<file path="src/hw/dispatchPkg.sv">
// --------------------------------------------------------------------
// Shared sizes, field widths and packet types of the dispatch stage.
// Import it into every dispatch module that uses a packet struct.
// --------------------------------------------------------------------
package dispatchPkg;

  // Default machine sizes handed down as module parameters from the top
  localparam int DefDispatchWidth  = 4;   // Lanes per group
  localparam int DefCheckpoints    = 8;   // Branch checkpoints and mask width
  localparam int DefLsqSize        = 16;  // Load queue and store queue each
  localparam int DefIssueqSize     = 32;
  localparam int DefActiveListSize = 64;

  // Fixed field widths
  localparam int PcWidth        = 32;
  localparam int OpcodeWidth    = 8;
  localparam int ImmWidth       = 16;
  localparam int PhyRegLog      = 7;   // Physical register tag
  localparam int LogRegLog      = 5;   // Architectural register index
  localparam int CheckpointsLog = $clog2(DefCheckpoints);

  // One lane as it leaves rename
  typedef struct packed {
    logic [PcWidth-1:0]        pc;
    logic [OpcodeWidth-1:0]    opcode;
    logic [ImmWidth-1:0]       imm;
    logic [PhyRegLog-1:0]      srcTag1;
    logic [PhyRegLog-1:0]      srcTag2;
    logic [PhyRegLog-1:0]      destTag;
    logic [PhyRegLog-1:0]      oldDestTag;    // Freed when the lane retires
    logic [LogRegLog-1:0]      logDest;
    logic                      isLoad;
    logic                      isStore;
    logic [DefCheckpoints-1:0] branchMask;    // Unresolved branches it depends on
    logic [CheckpointsLog-1:0] ckptId;
  } renamedPkt_t;

  // Issue queue entry
  typedef struct packed {
    logic [PcWidth-1:0]        pc;
    logic [OpcodeWidth-1:0]    opcode;
    logic [ImmWidth-1:0]       imm;
    logic [PhyRegLog-1:0]      srcTag1;
    logic [PhyRegLog-1:0]      srcTag2;
    logic [PhyRegLog-1:0]      destTag;
    logic                      isLoad;
    logic                      isStore;
    logic [DefCheckpoints-1:0] branchMask;    // Already updated for a verified branch
    logic [CheckpointsLog-1:0] ckptId;
  } iqPkt_t;

  // Active list entry with only what retirement needs
  typedef struct packed {
    logic                 isLoad;
    logic                 isStore;
    logic [PcWidth-1:0]   pc;
    logic [LogRegLog-1:0] logDest;
    logic [PhyRegLog-1:0] destTag;
    logic [PhyRegLog-1:0] oldDestTag;
  } alPkt_t;

  // Load-store queue entry
  typedef struct packed {
    logic [DefCheckpoints-1:0] branchMask;
    logic                      isStore;
    logic                      isLoad;
  } lsqPkt_t;

endpackage

</file>
<file path="src/hw/dispatchIf.sv">
// --------------------------------------------------------------------
// Links the capacity check and the packet former to the dispatch latch.
// Carries accept/hold and the per-lane back-end packets.
// --------------------------------------------------------------------
interface dispatchIf import dispatchPkg::*; #(
  parameter int DispatchWidth = DefDispatchWidth
);

  logic                         accept;  // Group enters the latch this cycle
  logic                         hold;    // Back end stalled, latch keeps content
  iqPkt_t  [DispatchWidth-1:0]  iqPkt;
  alPkt_t  [DispatchWidth-1:0]  alPkt;
  lsqPkt_t [DispatchWidth-1:0]  lsqPkt;

  // Capacity check side
  modport check (
    output accept,
    output hold
  );

  modport former (
    output iqPkt,
    output alPkt,
    output lsqPkt
  );

  modport latch (
    input accept,
    input hold,
    input iqPkt,
    input alPkt,
    input lsqPkt
  );

endinterface

</file>
<file path="src/hw/capacityCheck.sv">
// --------------------------------------------------------------------
// Room check for a dispatch group. Counts loads and stores, tests every
// back-end queue against its size and decides accept or hold.
// --------------------------------------------------------------------
module capacityCheck import dispatchPkg::*; #(
  parameter int DispatchWidth  = DefDispatchWidth,
  parameter int LsqSize        = DefLsqSize,
  parameter int IssueqSize     = DefIssueqSize,
  parameter int ActiveListSize = DefActiveListSize
) (
  input  renamedPkt_t [DispatchWidth-1:0]    renamedPacket_i,
  input  logic [$clog2(LsqSize):0]           loadQueueCnt_i,
  input  logic [$clog2(LsqSize):0]           storeQueueCnt_i,
  input  logic [$clog2(IssueqSize):0]        issueQueueCnt_i,
  input  logic [$clog2(ActiveListSize):0]    activeListCnt_i,
  input  logic                               renameReady_i,    // Rename holds a full group
  input  logic                               stall_i,          // Back-end back-pressure
  input  logic                               flagRecoverEX_i,  // Mispredict recovery
  output logic                               backEndReady_o,
  output logic                               stallFrontEnd_o,
  dispatchIf.check                           ctrl
);

  localparam int CntW = $clog2(DispatchWidth + 1);

  logic [CntW-1:0] loadCnt;
  logic [CntW-1:0] storeCnt;
  logic            lqNoRoom;
  logic            sqNoRoom;
  logic            iqNoRoom;
  logic            alNoRoom;
  logic            noRoom;

  // Loads and stores in the incoming group
  always_comb begin
    loadCnt  = '0;
    storeCnt = '0;
    for (int i = 0; i < DispatchWidth; i++) begin
      loadCnt  = loadCnt + CntW'(renamedPacket_i[i].isLoad);
      storeCnt = storeCnt + CntW'(renamedPacket_i[i].isStore);
    end
  end

  // Only memory ops take LSQ entries, every lane takes an IQ and AL entry
  assign lqNoRoom = (int'(loadQueueCnt_i) + int'(loadCnt)) > LsqSize;
  assign sqNoRoom = (int'(storeQueueCnt_i) + int'(storeCnt)) > LsqSize;
  assign iqNoRoom = (int'(issueQueueCnt_i) + DispatchWidth) > IssueqSize;
  assign alNoRoom = (int'(activeListCnt_i) + DispatchWidth) > ActiveListSize;

  assign noRoom = lqNoRoom | sqNoRoom | iqNoRoom | alNoRoom;

  assign stallFrontEnd_o = noRoom;
  assign backEndReady_o  = renameReady_i & ~noRoom & ~stall_i & ~flagRecoverEX_i;

  assign ctrl.accept = backEndReady_o;
  // A recovery overrides back-pressure and flushes the latch
  assign ctrl.hold   = stall_i & ~flagRecoverEX_i;

endmodule

</file>
<file path="src/hw/packetFormer.sv">
// --------------------------------------------------------------------
// Forms the back-end packets of each lane. Clears the bit of a branch
// verified this cycle from the mask, then splits the renamed fields.
// --------------------------------------------------------------------
module packetFormer import dispatchPkg::*; #(
  parameter int DispatchWidth = DefDispatchWidth,
  parameter int Checkpoints   = DefCheckpoints
) (
  input  renamedPkt_t [DispatchWidth-1:0]  renamedPacket_i,
  input  logic                             ctrlVerified_i,    // Branch resolved correctly
  input  logic [$clog2(Checkpoints)-1:0]   ctrlVerifiedId_i,  // Its checkpoint
  dispatchIf.former                        pkts
);

  logic [DispatchWidth-1:0][Checkpoints-1:0] newMask;

  // Drop the verified checkpoint from every lane's dependency mask
  always_comb begin
    for (int i = 0; i < DispatchWidth; i++) begin
      newMask[i] = renamedPacket_i[i].branchMask;
      for (int b = 0; b < Checkpoints; b++) begin
        if (ctrlVerified_i && (b == int'(ctrlVerifiedId_i))) begin
          newMask[i][b] = 1'b0;
        end
      end
    end
  end

  always_comb begin
    for (int i = 0; i < DispatchWidth; i++) begin
      pkts.iqPkt[i].pc         = renamedPacket_i[i].pc;
      pkts.iqPkt[i].opcode     = renamedPacket_i[i].opcode;
      pkts.iqPkt[i].imm        = renamedPacket_i[i].imm;
      pkts.iqPkt[i].srcTag1    = renamedPacket_i[i].srcTag1;
      pkts.iqPkt[i].srcTag2    = renamedPacket_i[i].srcTag2;
      pkts.iqPkt[i].destTag    = renamedPacket_i[i].destTag;
      pkts.iqPkt[i].isLoad     = renamedPacket_i[i].isLoad;
      pkts.iqPkt[i].isStore    = renamedPacket_i[i].isStore;
      pkts.iqPkt[i].branchMask = newMask[i];
      pkts.iqPkt[i].ckptId     = renamedPacket_i[i].ckptId;

      // Retirement frees oldDestTag and updates the map for logDest
      pkts.alPkt[i].isLoad     = renamedPacket_i[i].isLoad;
      pkts.alPkt[i].isStore    = renamedPacket_i[i].isStore;
      pkts.alPkt[i].pc         = renamedPacket_i[i].pc;
      pkts.alPkt[i].logDest    = renamedPacket_i[i].logDest;
      pkts.alPkt[i].destTag    = renamedPacket_i[i].destTag;
      pkts.alPkt[i].oldDestTag = renamedPacket_i[i].oldDestTag;

      pkts.lsqPkt[i].branchMask = newMask[i];
      pkts.lsqPkt[i].isStore    = renamedPacket_i[i].isStore;
      pkts.lsqPkt[i].isLoad     = renamedPacket_i[i].isLoad;
    end
  end

endmodule

</file>
<file path="src/hw/dispatchLatch.sv">
// --------------------------------------------------------------------
// Pipeline register between dispatch and the back-end queues.
// Loads an accepted group, keeps it under back-pressure, else empties.
// --------------------------------------------------------------------
module dispatchLatch import dispatchPkg::*; #(
  parameter int DispatchWidth = DefDispatchWidth
) (
  input  logic                         clk,
  input  logic                         rst_i,
  dispatchIf.latch                     pkts,
  output iqPkt_t  [DispatchWidth-1:0]  issueqPacket_o,
  output alPkt_t  [DispatchWidth-1:0]  alPacket_o,
  output lsqPkt_t [DispatchWidth-1:0]  lsqPacket_o,
  output logic                         dispatchValid_o
);

  // Valid flag of the group in the latch
  always_ff @(posedge clk) begin
    if (rst_i) begin
      dispatchValid_o <= 1'b0;
    end else if (pkts.accept) begin
      dispatchValid_o <= 1'b1;
    end else if (!pkts.hold) begin
      dispatchValid_o <= 1'b0;  // Consumed by the back end or flushed
    end
  end

  // Packet payload only moves on accept
  always_ff @(posedge clk) begin
    if (pkts.accept) begin
      issueqPacket_o <= pkts.iqPkt;
      alPacket_o     <= pkts.alPkt;
      lsqPacket_o    <= pkts.lsqPkt;
    end
  end

endmodule

</file>
<file path="src/hw/dispatchTop.sv">
// --------------------------------------------------------------------
// Dispatch stage top level. Checks back-end room, forms the packets and
// registers the accepted group towards the issue queue, AL and LSQ.
// --------------------------------------------------------------------
module dispatchTop import dispatchPkg::*; #(
  parameter int DispatchWidth  = DefDispatchWidth,
  parameter int Checkpoints    = DefCheckpoints,
  parameter int LsqSize        = DefLsqSize,
  parameter int IssueqSize     = DefIssueqSize,
  parameter int ActiveListSize = DefActiveListSize
) (
  input  logic                             clk,
  input  logic                             rst_i,
  input  logic                             renameReady_i,
  input  logic                             stall_i,
  input  logic                             flagRecoverEX_i,
  input  logic                             ctrlVerified_i,
  input  logic [$clog2(Checkpoints)-1:0]   ctrlVerifiedId_i,
  input  renamedPkt_t [DispatchWidth-1:0]  renamedPacket_i,
  input  logic [$clog2(LsqSize):0]         loadQueueCnt_i,   // Occupancies of the queues
  input  logic [$clog2(LsqSize):0]         storeQueueCnt_i,
  input  logic [$clog2(IssueqSize):0]      issueQueueCnt_i,
  input  logic [$clog2(ActiveListSize):0]  activeListCnt_i,
  output iqPkt_t  [DispatchWidth-1:0]      issueqPacket_o,
  output alPkt_t  [DispatchWidth-1:0]      alPacket_o,
  output lsqPkt_t [DispatchWidth-1:0]      lsqPacket_o,
  output logic                             dispatchValid_o,
  output logic                             backEndReady_o,   // Rename may advance
  output logic                             stallFrontEnd_o
);

  dispatchIf #(.DispatchWidth(DispatchWidth)) dispIf ();

  capacityCheck #(
    .DispatchWidth  (DispatchWidth),
    .LsqSize        (LsqSize),
    .IssueqSize     (IssueqSize),
    .ActiveListSize (ActiveListSize)
  ) capacityCheck_i (
    .renamedPacket_i (renamedPacket_i),
    .loadQueueCnt_i  (loadQueueCnt_i),
    .storeQueueCnt_i (storeQueueCnt_i),
    .issueQueueCnt_i (issueQueueCnt_i),
    .activeListCnt_i (activeListCnt_i),
    .renameReady_i   (renameReady_i),
    .stall_i         (stall_i),
    .flagRecoverEX_i (flagRecoverEX_i),
    .backEndReady_o  (backEndReady_o),
    .stallFrontEnd_o (stallFrontEnd_o),
    .ctrl            (dispIf)
  );

  packetFormer #(
    .DispatchWidth (DispatchWidth),
    .Checkpoints   (Checkpoints)
  ) packetFormer_i (
    .renamedPacket_i  (renamedPacket_i),
    .ctrlVerified_i   (ctrlVerified_i),
    .ctrlVerifiedId_i (ctrlVerifiedId_i),
    .pkts             (dispIf)
  );

  dispatchLatch #(
    .DispatchWidth (DispatchWidth)
  ) dispatchLatch_i (
    .clk             (clk),
    .rst_i           (rst_i),
    .pkts            (dispIf),
    .issueqPacket_o  (issueqPacket_o),
    .alPacket_o      (alPacket_o),
    .lsqPacket_o     (lsqPacket_o),
    .dispatchValid_o (dispatchValid_o)
  );

endmodule

</file>
<file path="config.mk">
export PLATFORM = sky130hd
export DESIGN_NAME = dispatchTop
export DESIGN_NICKNAME = d
export VERILOG_FILES = /design/src/hw/dispatchPkg.sv /design/src/hw/dispatchIf.sv /design/src/hw/capacityCheck.sv /design/src/hw/packetFormer.sv /design/src/hw/dispatchLatch.sv /design/src/hw/dispatchTop.sv
export SDC_FILE = /design/constraint.sdc
export NUM_CORES = 1
export LEC_CHECK = 0
export BUFFER_PORTS_ARGS = -buffer_cell sky130_fd_sc_hd__buf_2
export CAP_MARGIN = 30
export CORE_AREA = 4 4 404 406
export CTS_BUF_LIST = sky130_fd_sc_hd__clkbuf_4 sky130_fd_sc_hd__clkbuf_8
export CTS_CLUSTER_SIZE = 40
export DETAILED_ROUTE_END_ITERATION = 8
export DIE_AREA = 0 0 408 410
export PLACE_DENSITY = 0.3
export SLEW_MARGIN = 0
export SYNTH_ARGS = -nofsm -noshare
export SYNTH_HDL_FRONTEND = slang
export SYNTH_SLANG_ARGS = --single-unit
</file>
<file path="constraint.sdc">
create_clock -name clk -period 85.7 [get_ports clk]
set_clock_uncertainty 0.05 [all_clocks]
set_input_delay 17.14 -clock clk [delete_from_list [all_inputs] [get_ports clk]]
set_output_delay 17.14 -clock clk [all_outputs]
set_load 0.1 [all_outputs]
</file>
* Word-level counts from Yosys, hierarchy flattened
Index checks and enable logic that the tools add are counted.
** Storage, ports and cells
- Flip-flop bits (word level) :: 409
- Word-level logic and storage cells :: 120
** Cells by class
- Add/sub/neg operators :: 10
- Magnitude comparators :: 4
- Equal/unequal tests :: 8
- Mux-type cells :: 2
- Bitwise operators :: 10
- Reductions and logical operators :: 9
** Operators with widths (count)
- $gt A32 B6 Y1 const B :: 2
- $gt A32 B7 Y1 const B :: 1
- $gt A32 B8 Y1 const B :: 1
- $add A3 B1 Y3 :: 4
- $add A5 B3 Y6 :: 2
- $eq A3 B3 Y1 const A :: 4
- $add A7 B3 Y8 const B :: 1
- $logic_and A1 B1 Y1 :: 8
- $add A6 B3 Y7 const B :: 1
- $eq A2 B3 Y1 const A :: 2
- $add A1 B1 Y2 :: 2
- $and A1 B1 Y1 :: 4
- $eq A1 B3 Y1 const A :: 1
- $logic_not A3 Y1 :: 1
- $not A1 Y1 :: 3
- $or A1 B1 Y1 :: 3
- $mux W1 :: 2
- $ne A2 B2 Y1 const B :: 1

* Depth between registers and ports, before layout
Gate-level depths: netlist of the first run.
- Depth after elaboration :: 13
- Gate-level depth with buffers :: 13

* Modules after synthesis
A second synthesis of the first run with hierarchy kept.
** Second synthesis, totals
- Cells, all modules :: 1284
- Area, all modules :: 23486.3 um2
** Modules (own cells, without submodules)
- dispatchLatch :: instances 1, cells each 615, area an instance 18406.4 um2, seq. area each 18397.6 um2
- packetFormer :: instances 1, cells each 620, area an instance 4689.5 um2, seq. area each 0.0 um2
- capacityCheck :: instances 1, cells each 49, area an instance 390.4 um2, seq. area each 0.0 um2

* Least setup slack after synthesis of the first run
OpenSTA, ideal clock, no wires.
- Kind :: input port to output port
- Start :: input renamedPacket_i[11] in the netlist's numbering
- End :: output backEndReady_o
- Arrival time :: 43355 ps
- Required time :: 68510 ps
- Path slack :: 25155 ps
- Stages :: 13
- Buffers on the path :: 0
- Cells stage by stage :: ha_1 > inv_1 > fa_1 > inv_1 > ha_1 > inv_1 > fa_1 > xnor2_1 > and4bb_1 > mux2i_1 > a22oi_2 > nand4_2 > nor4b_2
** Between the ends
- Word-level cells in the longest chain between the ends :: 12
** RTL lines
- from (decl) :: RTL line dispatchTop.sv:19 : input renamedPkt_t [DispatchWidth-1:0] renamedPacket_i,
- $add A1 B1 Y2 :: RTL line capacityCheck.sv:40 : storeCnt = storeCnt + CntW'(renamedPacket_i[i].isStore);
- $add A3 B1 Y3 (2 in a row) :: RTL line capacityCheck.sv:40
- $add A5 B3 Y6 :: RTL line capacityCheck.sv:46 : assign sqNoRoom = (int'(storeQueueCnt_i) + int'(storeCnt)) > LsqSize;
- $gt A32 B6 Y1 :: RTL line capacityCheck.sv:46
- $or A1 B1 Y1 (3 in a row) :: RTL line capacityCheck.sv:50 : assign noRoom = lqNoRoom | sqNoRoom | iqNoRoom | alNoRoom;
- via stallFrontEnd_o :: RTL line dispatchTop.sv:29 : output logic stallFrontEnd_o
- $not A1 Y1 :: RTL line capacityCheck.sv:53 : assign backEndReady_o = renameReady_i & ~noRoom & ~stall_i & ~flagRecoverEX_i;
- $and A1 B1 Y1 (3 in a row) :: RTL line capacityCheck.sv:53
- to (decl) :: RTL line dispatchTop.sv:28 : output logic backEndReady_o,
The timed path passes the listed nets, and every way through them passes these cells.

* Worst setup path in the final report of the first run
- Start :: input renamedPacket_i[11] in the netlist's numbering
- End :: output backEndReady_o
** Between the ends
- Word-level cells in the longest chain between the ends :: 12
** RTL lines (RTL line)
- $add A1 B1 Y2 :: capacityCheck.sv:40
- $add A3 B1 Y3 (2 in a row) :: capacityCheck.sv:40
- $add A5 B3 Y6 :: capacityCheck.sv:46
- $gt A32 B6 Y1 :: capacityCheck.sv:46
- $or A1 B1 Y1 (3 in a row) :: capacityCheck.sv:50
- $not A1 Y1 :: capacityCheck.sv:53
- $and A1 B1 Y1 (3 in a row) :: capacityCheck.sv:53
Every way passes these cells.

==> results of run 1 <==
[logic make-up (layout without fill, tap and decap cells)]
group | Yosys count | count (layout) | share of synthesized area
buf+inv | 220 | 1243 | 0.109
flops | 409 | 409 | 0.841
compound gates | 8 | 8 | 0.00351
mux | 2 | 2 | 0.00137
simple gates | 62 | 62 | 0.0286
fa+ha+maj | 14 | 14 | 0.0141
xor+xnor | 4 | 4 | 0.00240
other cells | 0 | 9 | 0
[through the flow]
stage / std cells / util / power (W) / worst slack [ns]
global route: 3834 / 0.143 / 0.000524 / 47.54
CTS: 3828 / 0.143 / 0.000513 / 47.73
floorplan: 719 / - / 0.000256 / 25.16
detailed placement: 3664 / 0.132 / 0.000271 / 47.74
global placement: 3663 / 0.132 / 0.000270 / 47.75
finish: 3837 / 0.143 / 0.000495 / 47.79
[per-layer routing]
metal	vias up	wire (um)	GRT usage
met1	5065	37300	0.127
li1	4396	-	-
met5	-	95	0
met3	336	10800	0.0556
met2	837	47300	0.192
met4	14	3780	0.0308
[power by group]
| part | leakage, nW | switching, W | total (W) | internal [W] |
|---|---|---|---|---|
| combinational | 4.55 | 0.0000308 | 0.0000421 | 0.0000113 |
| sequential | 3.67 | 0.00000115 | 0.000224 | 0.000223 |
| clock | 0.949 | 0.000103 | 0.000229 | 0.000127 |
| total | 9.18 | 0.000135 | 0.000495 | 0.000361 |
[worst max path at each step]
stage	cells after the start	slack, ns	to	start
6_report	15	47.79	backEndReady_o	renamedPacket_i[11]
5_1_grt	15	47.54	backEndReady_o	renamedPacket_i[12]
4_1_cts	15	47.73	backEndReady_o	renamedPacket_i[12]
3_3_place_gp	15	47.75	backEndReady_o	renamedPacket_i[12]
3_5_place_dp	15	47.74	backEndReady_o	renamedPacket_i[12]
2_1_floorplan	13	25.16	backEndReady_o	renamedPacket_i[11]
[layout make-up]
| cell class | instances | share of cell area |
|---|---|---|
| flip-flops and latches | 409 | 0.536 |
| clock buffers | 119 | 0.0639 |
| diodes | 9 | 0.000984 |
| multi-input cells | 90 | 0.0322 |
| clock inverters | 45 | 0.0156 |
| well taps | 2086 | 0.114 |
| repair buffers | 1063 | 0.235 |
| inverters | 16 | 0.00262 |
[sequential cells by signal, summed over array words and instances (netlist names)]
| register | count |
|---|---|
| dispatchLatch_i.lsqPacket_o | 38 |
| dispatchLatch_i.dispatchValid_o | 1 |
| dispatchLatch_i.alPacket_o | 103 |
| dispatchLatch_i.issueqPacket_o | 267 |
[critical path: cells and delay by family]
family / cells / cell delay [ns]
and+or+nand+nor: 3 / 1.04
AOI/OAI and AO/OA: 1 / 0.18
xor gates and xnor gates: 1 / 0.17
muxes: 1 / 0.09
adders and majority gates: 4 / 1.24
buffers and inverters: 5 / 0.83
[cell usage in the layout, fill, tap and decap left out, types with 7 or more instances in the layout]
cell type,instances
and2_1,16
buf_2,1054
buf_4,7
clkbuf_4,28
clkbuf_8,91
clkinv_1,25
clkinv_2,7
diode_2,9
edfxtp_1,408
ha_1,10
inv_1,16
nor2b_1,18
==> metrics.md, run 1 <==
| Metric | Value |
|---|---|
| Top_reg_cell synth | edfxtp_1 |
| Top post-synthesis cells by count | edfxtp_1 (408), buf_4 (204), nor2b_1 (18) |
| First-pass GRT wire length | 121,000 um |
| Final hold vios | 0 |
| Die X | approximately 400 um |
| Number of synthesized register bits | 409 |
| CTS Sinks | 409 |
| Total grt overflow | 0 |
| Antenna violations before repair | 144 |
| H-tree depth | 3 |
| Yosys Warn Count | 0 |
| Hold path cells | 2 |
| Mapped Cells | 719 |
| Ys async rst share | 0 |
| Worst skew pair latency | approximately 0.73 ns |
| Yosys top cell by area | edfxtp_1 |
| Clock transition at path regs | 0.05 ns |
| CP Data Arrival Time | 20.72 ns |
| Worst IR Drop VDD | 9.25 uV |
| Num CTS Buffers | 91 |
| Final period utilization | 0.442 |
| Drt pass-1 iters | 5 |
| Avg WL per Cell | 25.9 um |
| Startpoint Class | input port |
| # fillers | 17,938 |
| Tot GR Track Use | 0.114 |
| Tightest Pin Transition | 1.13 ns |
| Post CTS Setup Buffer Count | 0 |
| Vias in the first global route | 10,866 |
| Via density per instance | 2.78 |
| Crit Path Max Fanout | 3 |
| Slew Limit Headroom | 0.243 |
| 1st-iter DRT viols | roughly 560 |
| Ports | 1,055 |
| Layout area overhead | 56.9% |
| Synthesized area per cell | 20.3 um^2 |
| Hold_ws | between 0.4 and 0.5 ns |
| Routed WL | 99,200 um |
| Crit. End Element | output pin |
| Multi-input gate area | approximately 740 um^2 |
| Routed Antenna Nets | 0 |
| Die height | 410 um |
| Final setup violation count | 0 |
| Initial Utilization | 0.0913 |
| Core area | 160,000 um^2 |
| Register area share after synthesis | 0.841 |
| RSZ-0062 raised after global routing | false |
| Fmax | 0.0264 GHz |
| Status | finished, final reports clean |
| Clock root buffer | clkbuf_8 |
| Worst path required time | slightly below 70 ns |
| Worst reg2reg endpoint | dispatchLatch_i.dispatchValid_o |
| R2R Setup Slk | 85.11 ns |
| CTS max path bufs | 3 |
| Synth cell types | 30 |
| CTS tree | yes |
| RePlAce Congestion | between 0.8 and 0.9 |
| Synth top area share | 0.840 |
| Area contributors post-synth | edfxtp_1 (84%), buf_4 (10%), ha_1 (0.86%) |
| Buffers on Ports | approximately 1,100 |
| Cell mode on critical path | inv_1 |
| Fin area | 22,900 um^2 |
| Area after DPL | 21,100 um^2 |
| Leakage Power | slightly above 9 nW |
| Hold wc startpoint | dispatchLatch_i.dispatchValid_o |
| Cells on worst reg2reg path | 2 |
| Nets | 2,125 |
| Most frequent cell after synthesis | edfxtp_1 |
| Setup Total Neg Slack | 0 ns |
| EDFF count, synth | slightly above 400 |
| Worst r2r src | dispatchLatch_i.dispatchValid_o |
| Worst hold path endpoint | dispatchLatch_i.dispatchValid_o |
| CTS Hold Bufs | 0 |
| Synthesized net count | 1,173 |
| Post-Syn Area | roughly 15,000 um^2 |
| CP max-delay cell | nor4b_4 |
| Remaining DRCs | 0 |
| Die area | 167,000 um^2 |
| CP peak stage delay | 0.56 ns |
| Largest net degree at the start of global routing | 132 |
| Final HPWL DP | between 80,000 and 90,000 um |
| Max cap viols | 0 |
| CP Cell Sequence | buf_2 > ha_1 > inv_1 > fa_1 > inv_1 > ha_1 > inv_1 > fa_1 > xnor2_1 > and4bb_1 > mux2i_1 > a22oi_2 > nand4_2 > nor4b_4 > buf_2 |
| # rows | roughly 150 |
| Fin crit period | 37.91 ns |
| Reg area | 12,300 um^2 |
| Max Slew Vio Count | 0 |
| Crit path kind | in2out |
| DR vias | between 10,000 and 15,000 |
| HP Class | reg2reg |
| Pwr Density | 21.6 nW/um^2 |
| Share of cells above drive strength 1 | 0.693 |
| Post-CTS sizing | 0 |
No activity file was read; power rests on OpenSTA's default activity.
==> run 2, diff against run 1 <==
==> constraint.sdc (replaced) <==
create_clock -name clk -period 39.4 [get_ports clk]
set_clock_uncertainty 0.05 [all_clocks]
set_input_delay 7.88 -clock clk [delete_from_list [all_inputs] [get_ports clk]]
set_output_delay 7.88 -clock clk [all_outputs]
set_load 0.1 [all_outputs]
==> run 2 against run 1 <==
Compared with the run above: cell count barely moved; worst setup slack got worse by 28 ns; total power rose by 110%; utilization barely moved; wire length fell by 5.3%; largest cell class unchanged.
==> metrics.md, run 2 (synthesis results as in run 1) <==
| Metric | Value |
|---|---|
| Worst Setup SP | renamedPacket_i[12] |
| Setup Total Neg Slack | 0 ns (unchanged) |
| Crit path kind | in2out |
| Tightest Pin Transition | 0.966 ns (-0.169 ns) |
| Avg WL per Cell | 24.5 um (-5.3%) |
| 1st-iter DRT viols | 529 (-5.9%) |
| CTS tree | yes |
| Worst reg2reg endpoint | dispatchLatch_i.dispatchValid_o |
| Buffers on Ports | 1,054 (unchanged) |
| Clock transition at path regs | 0.05 ns (about the same) |
| Pwr Density | 46.2 nW/um^2 (+110%) |
| Ports | 1,055 (unchanged) |
| Layout area overhead | 56.5% |
| Crit. End Element | output pin |
| Worst r2r src | dispatchLatch_i.dispatchValid_o |
| Reg area | 12,300 um^2 (unchanged) |
| RePlAce Congestion | 0.835 (+2.1%) |
| Worst skew pair latency | 0.72 ns (about the same) |
| R2R Setup Slk | 38.80 ns (-46.31 ns) |
| Die area | 167,000 um^2 (unchanged) |
| Slew Limit Headroom | 0.356 (+0.112) |
| Startpoint Class | input port |
| CTS Sinks | 409 (unchanged) |
| Hold_ws | 0.433 ns (+0.0142 ns) |
| # fillers | 17,915 (-0.13%) |
| Worst IR Drop VDD | 19.2 uV (+110%) |
| Fin crit period | 19.51 ns |
| First-pass GRT wire length | 116,000 um (-4.4%) |
| Remaining DRCs | 0 (unchanged) |
| Top flop regs | dispatchLatch_i.issueqPacket_o (267), dispatchLatch_i.alPacket_o (103), dispatchLatch_i.lsqPacket_o (38) |
| CTS Hold Bufs | 0 (unchanged) |
| CP Data Arrival Time | 11.58 ns (-9.14 ns) |
| Total grt overflow | 0 (unchanged) |
| Final setup violation count | 0 (unchanged) |
| Max cap viols | 0 (unchanged) |
| Most common cell after layout, fill and taps aside | buf_2 |
| Num CTS Buffers | 88 (-3.3%) |
| Largest net degree at the start of global routing | 143 (+8.3%) |
| Share of cells above drive strength 1 | 0.697 (+0.00388) |
| Fmax | 0.0513 GHz |
| Final HPWL DP | 80,000 um (-4.8%) |
| Final hold vios | 0 (unchanged) |
| Worst path required time | 31.47 ns (-37.04 ns) |
| Initial Utilization | 0.0913 (unchanged) |
| Crit path capture | backEndReady_o |
| CTS max path bufs | 3 (unchanged) |
| Die height | 410 um (unchanged) |
| RSZ-0062 raised after global routing | false |
| Top reg by flops | dispatchLatch_i.issueqPacket_o |
| Routed Antenna Nets | 0 (unchanged) |
| Drt pass-1 iters | 4 (-1) |
| Final period utilization | 0.495 |
| Cells on worst reg2reg path | 2 (unchanged) |
| Die X | 408 um (unchanged) |
| H-tree depth | 3 (unchanged) |
| # rows | 147 (unchanged) |
| Nets | 2,121 (-0.19%) |
| Core area | 160,000 um^2 (unchanged) |
| HP Class | reg2reg |
| DR vias | 10,561 (-0.82%) |
| Post CTS Setup Buffer Count | 0 (unchanged) |
| Vias in the first global route | 10,627 (-2.2%) |
| Most frequent cells in the layout | buf_2 (1,054), edfxtp_1 (408), clkbuf_8 (90), clkbuf_4 (29), nor2b_1 (18) |
| Via density per instance | 2.75 (-0.89%) |
| Crit Path Max Fanout | 17 (+14) |
| Multi-input gate area | 738 um^2 (unchanged) |
| Status | finished, final reports clean |
| Antenna violations before repair | 119 (-17%) |
| Max reg flops | 267 (unchanged) |
| Routed WL | 94,000 um (-5.3%) |
| Max Slew Vio Count | 0 (unchanged) |
| Tot GR Track Use | 0.108 (-0.00599) |
| Leakage Power | 9.14 nW (-0.44%) |
| Clock root buffer | clkbuf_8 |
| Post-CTS sizing | 0 (unchanged) |
[run 2: critical path, stage by stage]
cell and delay, ns:
buf_2 0.11, ha_1 0.28, inv_1 0.08, fa_1 0.41, inv_1 0.08, ha_1 0.16, inv_1 0.05, fa_1 0.40
xnor2_1 0.16, nor4bb_1 0.29, mux2i_1 0.13, a22oi_2 0.14, nand4_2 0.18, nor4b_4 0.29, buf_4 0.37, buf_2 0.53
[run 2: cell type report]
class                      count  area share
multi-input combinational     90      0.0323
antenna                       26     0.00285
tap                         2086       0.114
clock inverter                32      0.0124
clock buffer                 119      0.0638
inverter                      16     0.00263
sequential                   409       0.537
timing repair buffer        1062       0.235
[run 2: per-stage QoR]
| step | util | cell area [um^2] | std cells | total power (W) | worst slack, ns |
|---|---|---|---|---|---|
| detailed placement | 0.132 | 21000 | 3663 | 0.000589 | 19.81 |
| finish | 0.143 | 22800 | 3840 | 0.00106 | 19.89 |
| CTS | 0.143 | 22800 | 3814 | 0.00109 | 19.79 |
| global route | 0.143 | 22800 | 3818 | 0.00111 | 19.60 |
| global placement | 0.132 | 21000 | 3662 | 0.000589 | 19.87 |
| floorplan | - | 14600 | 719 | 0.000556 | 7.34 |
[run 2: power by group]
part           internal (W)  switching [W]  leakage, nW   total, W
clock network      0.000265       0.000211        0.917   0.000476
logic             0.0000245      0.0000678         4.55  0.0000924
registers          0.000484     0.00000259         3.67   0.000487
[run 2: layer usage]
metal | global-route usage | vias up | routed length (um)
met1 | 0.122 | 5103 | 35300
met2 | 0.185 | 773 | 46000
met4 | 0.0277 | 14 | 2990
met3 | 0.0464 | 271 | 9590
li1 | - | 4400 | -
met5 | 0 | - | 102
[run 2: worst min-delay path by stage]
| stage | from | to | cells past startpoint |
|---|---|---|---|
| global placement | dispatchLatch_i.dispatchValid_o | dispatchLatch_i.dispatchValid_o | 2 |
| detailed placement | dispatchLatch_i.dispatchValid_o | dispatchLatch_i.dispatchValid_o | 2 |
| CTS | dispatchLatch_i.dispatchValid_o | dispatchLatch_i.dispatchValid_o | 2 |
| floorplan | dispatchLatch_i.dispatchValid_o | dispatchLatch_i.dispatchValid_o | 2 |
| finish | dispatchLatch_i.dispatchValid_o | dispatchLatch_i.dispatchValid_o | 2 |
| global route | dispatchLatch_i.dispatchValid_o | dispatchLatch_i.dispatchValid_o | 2 |
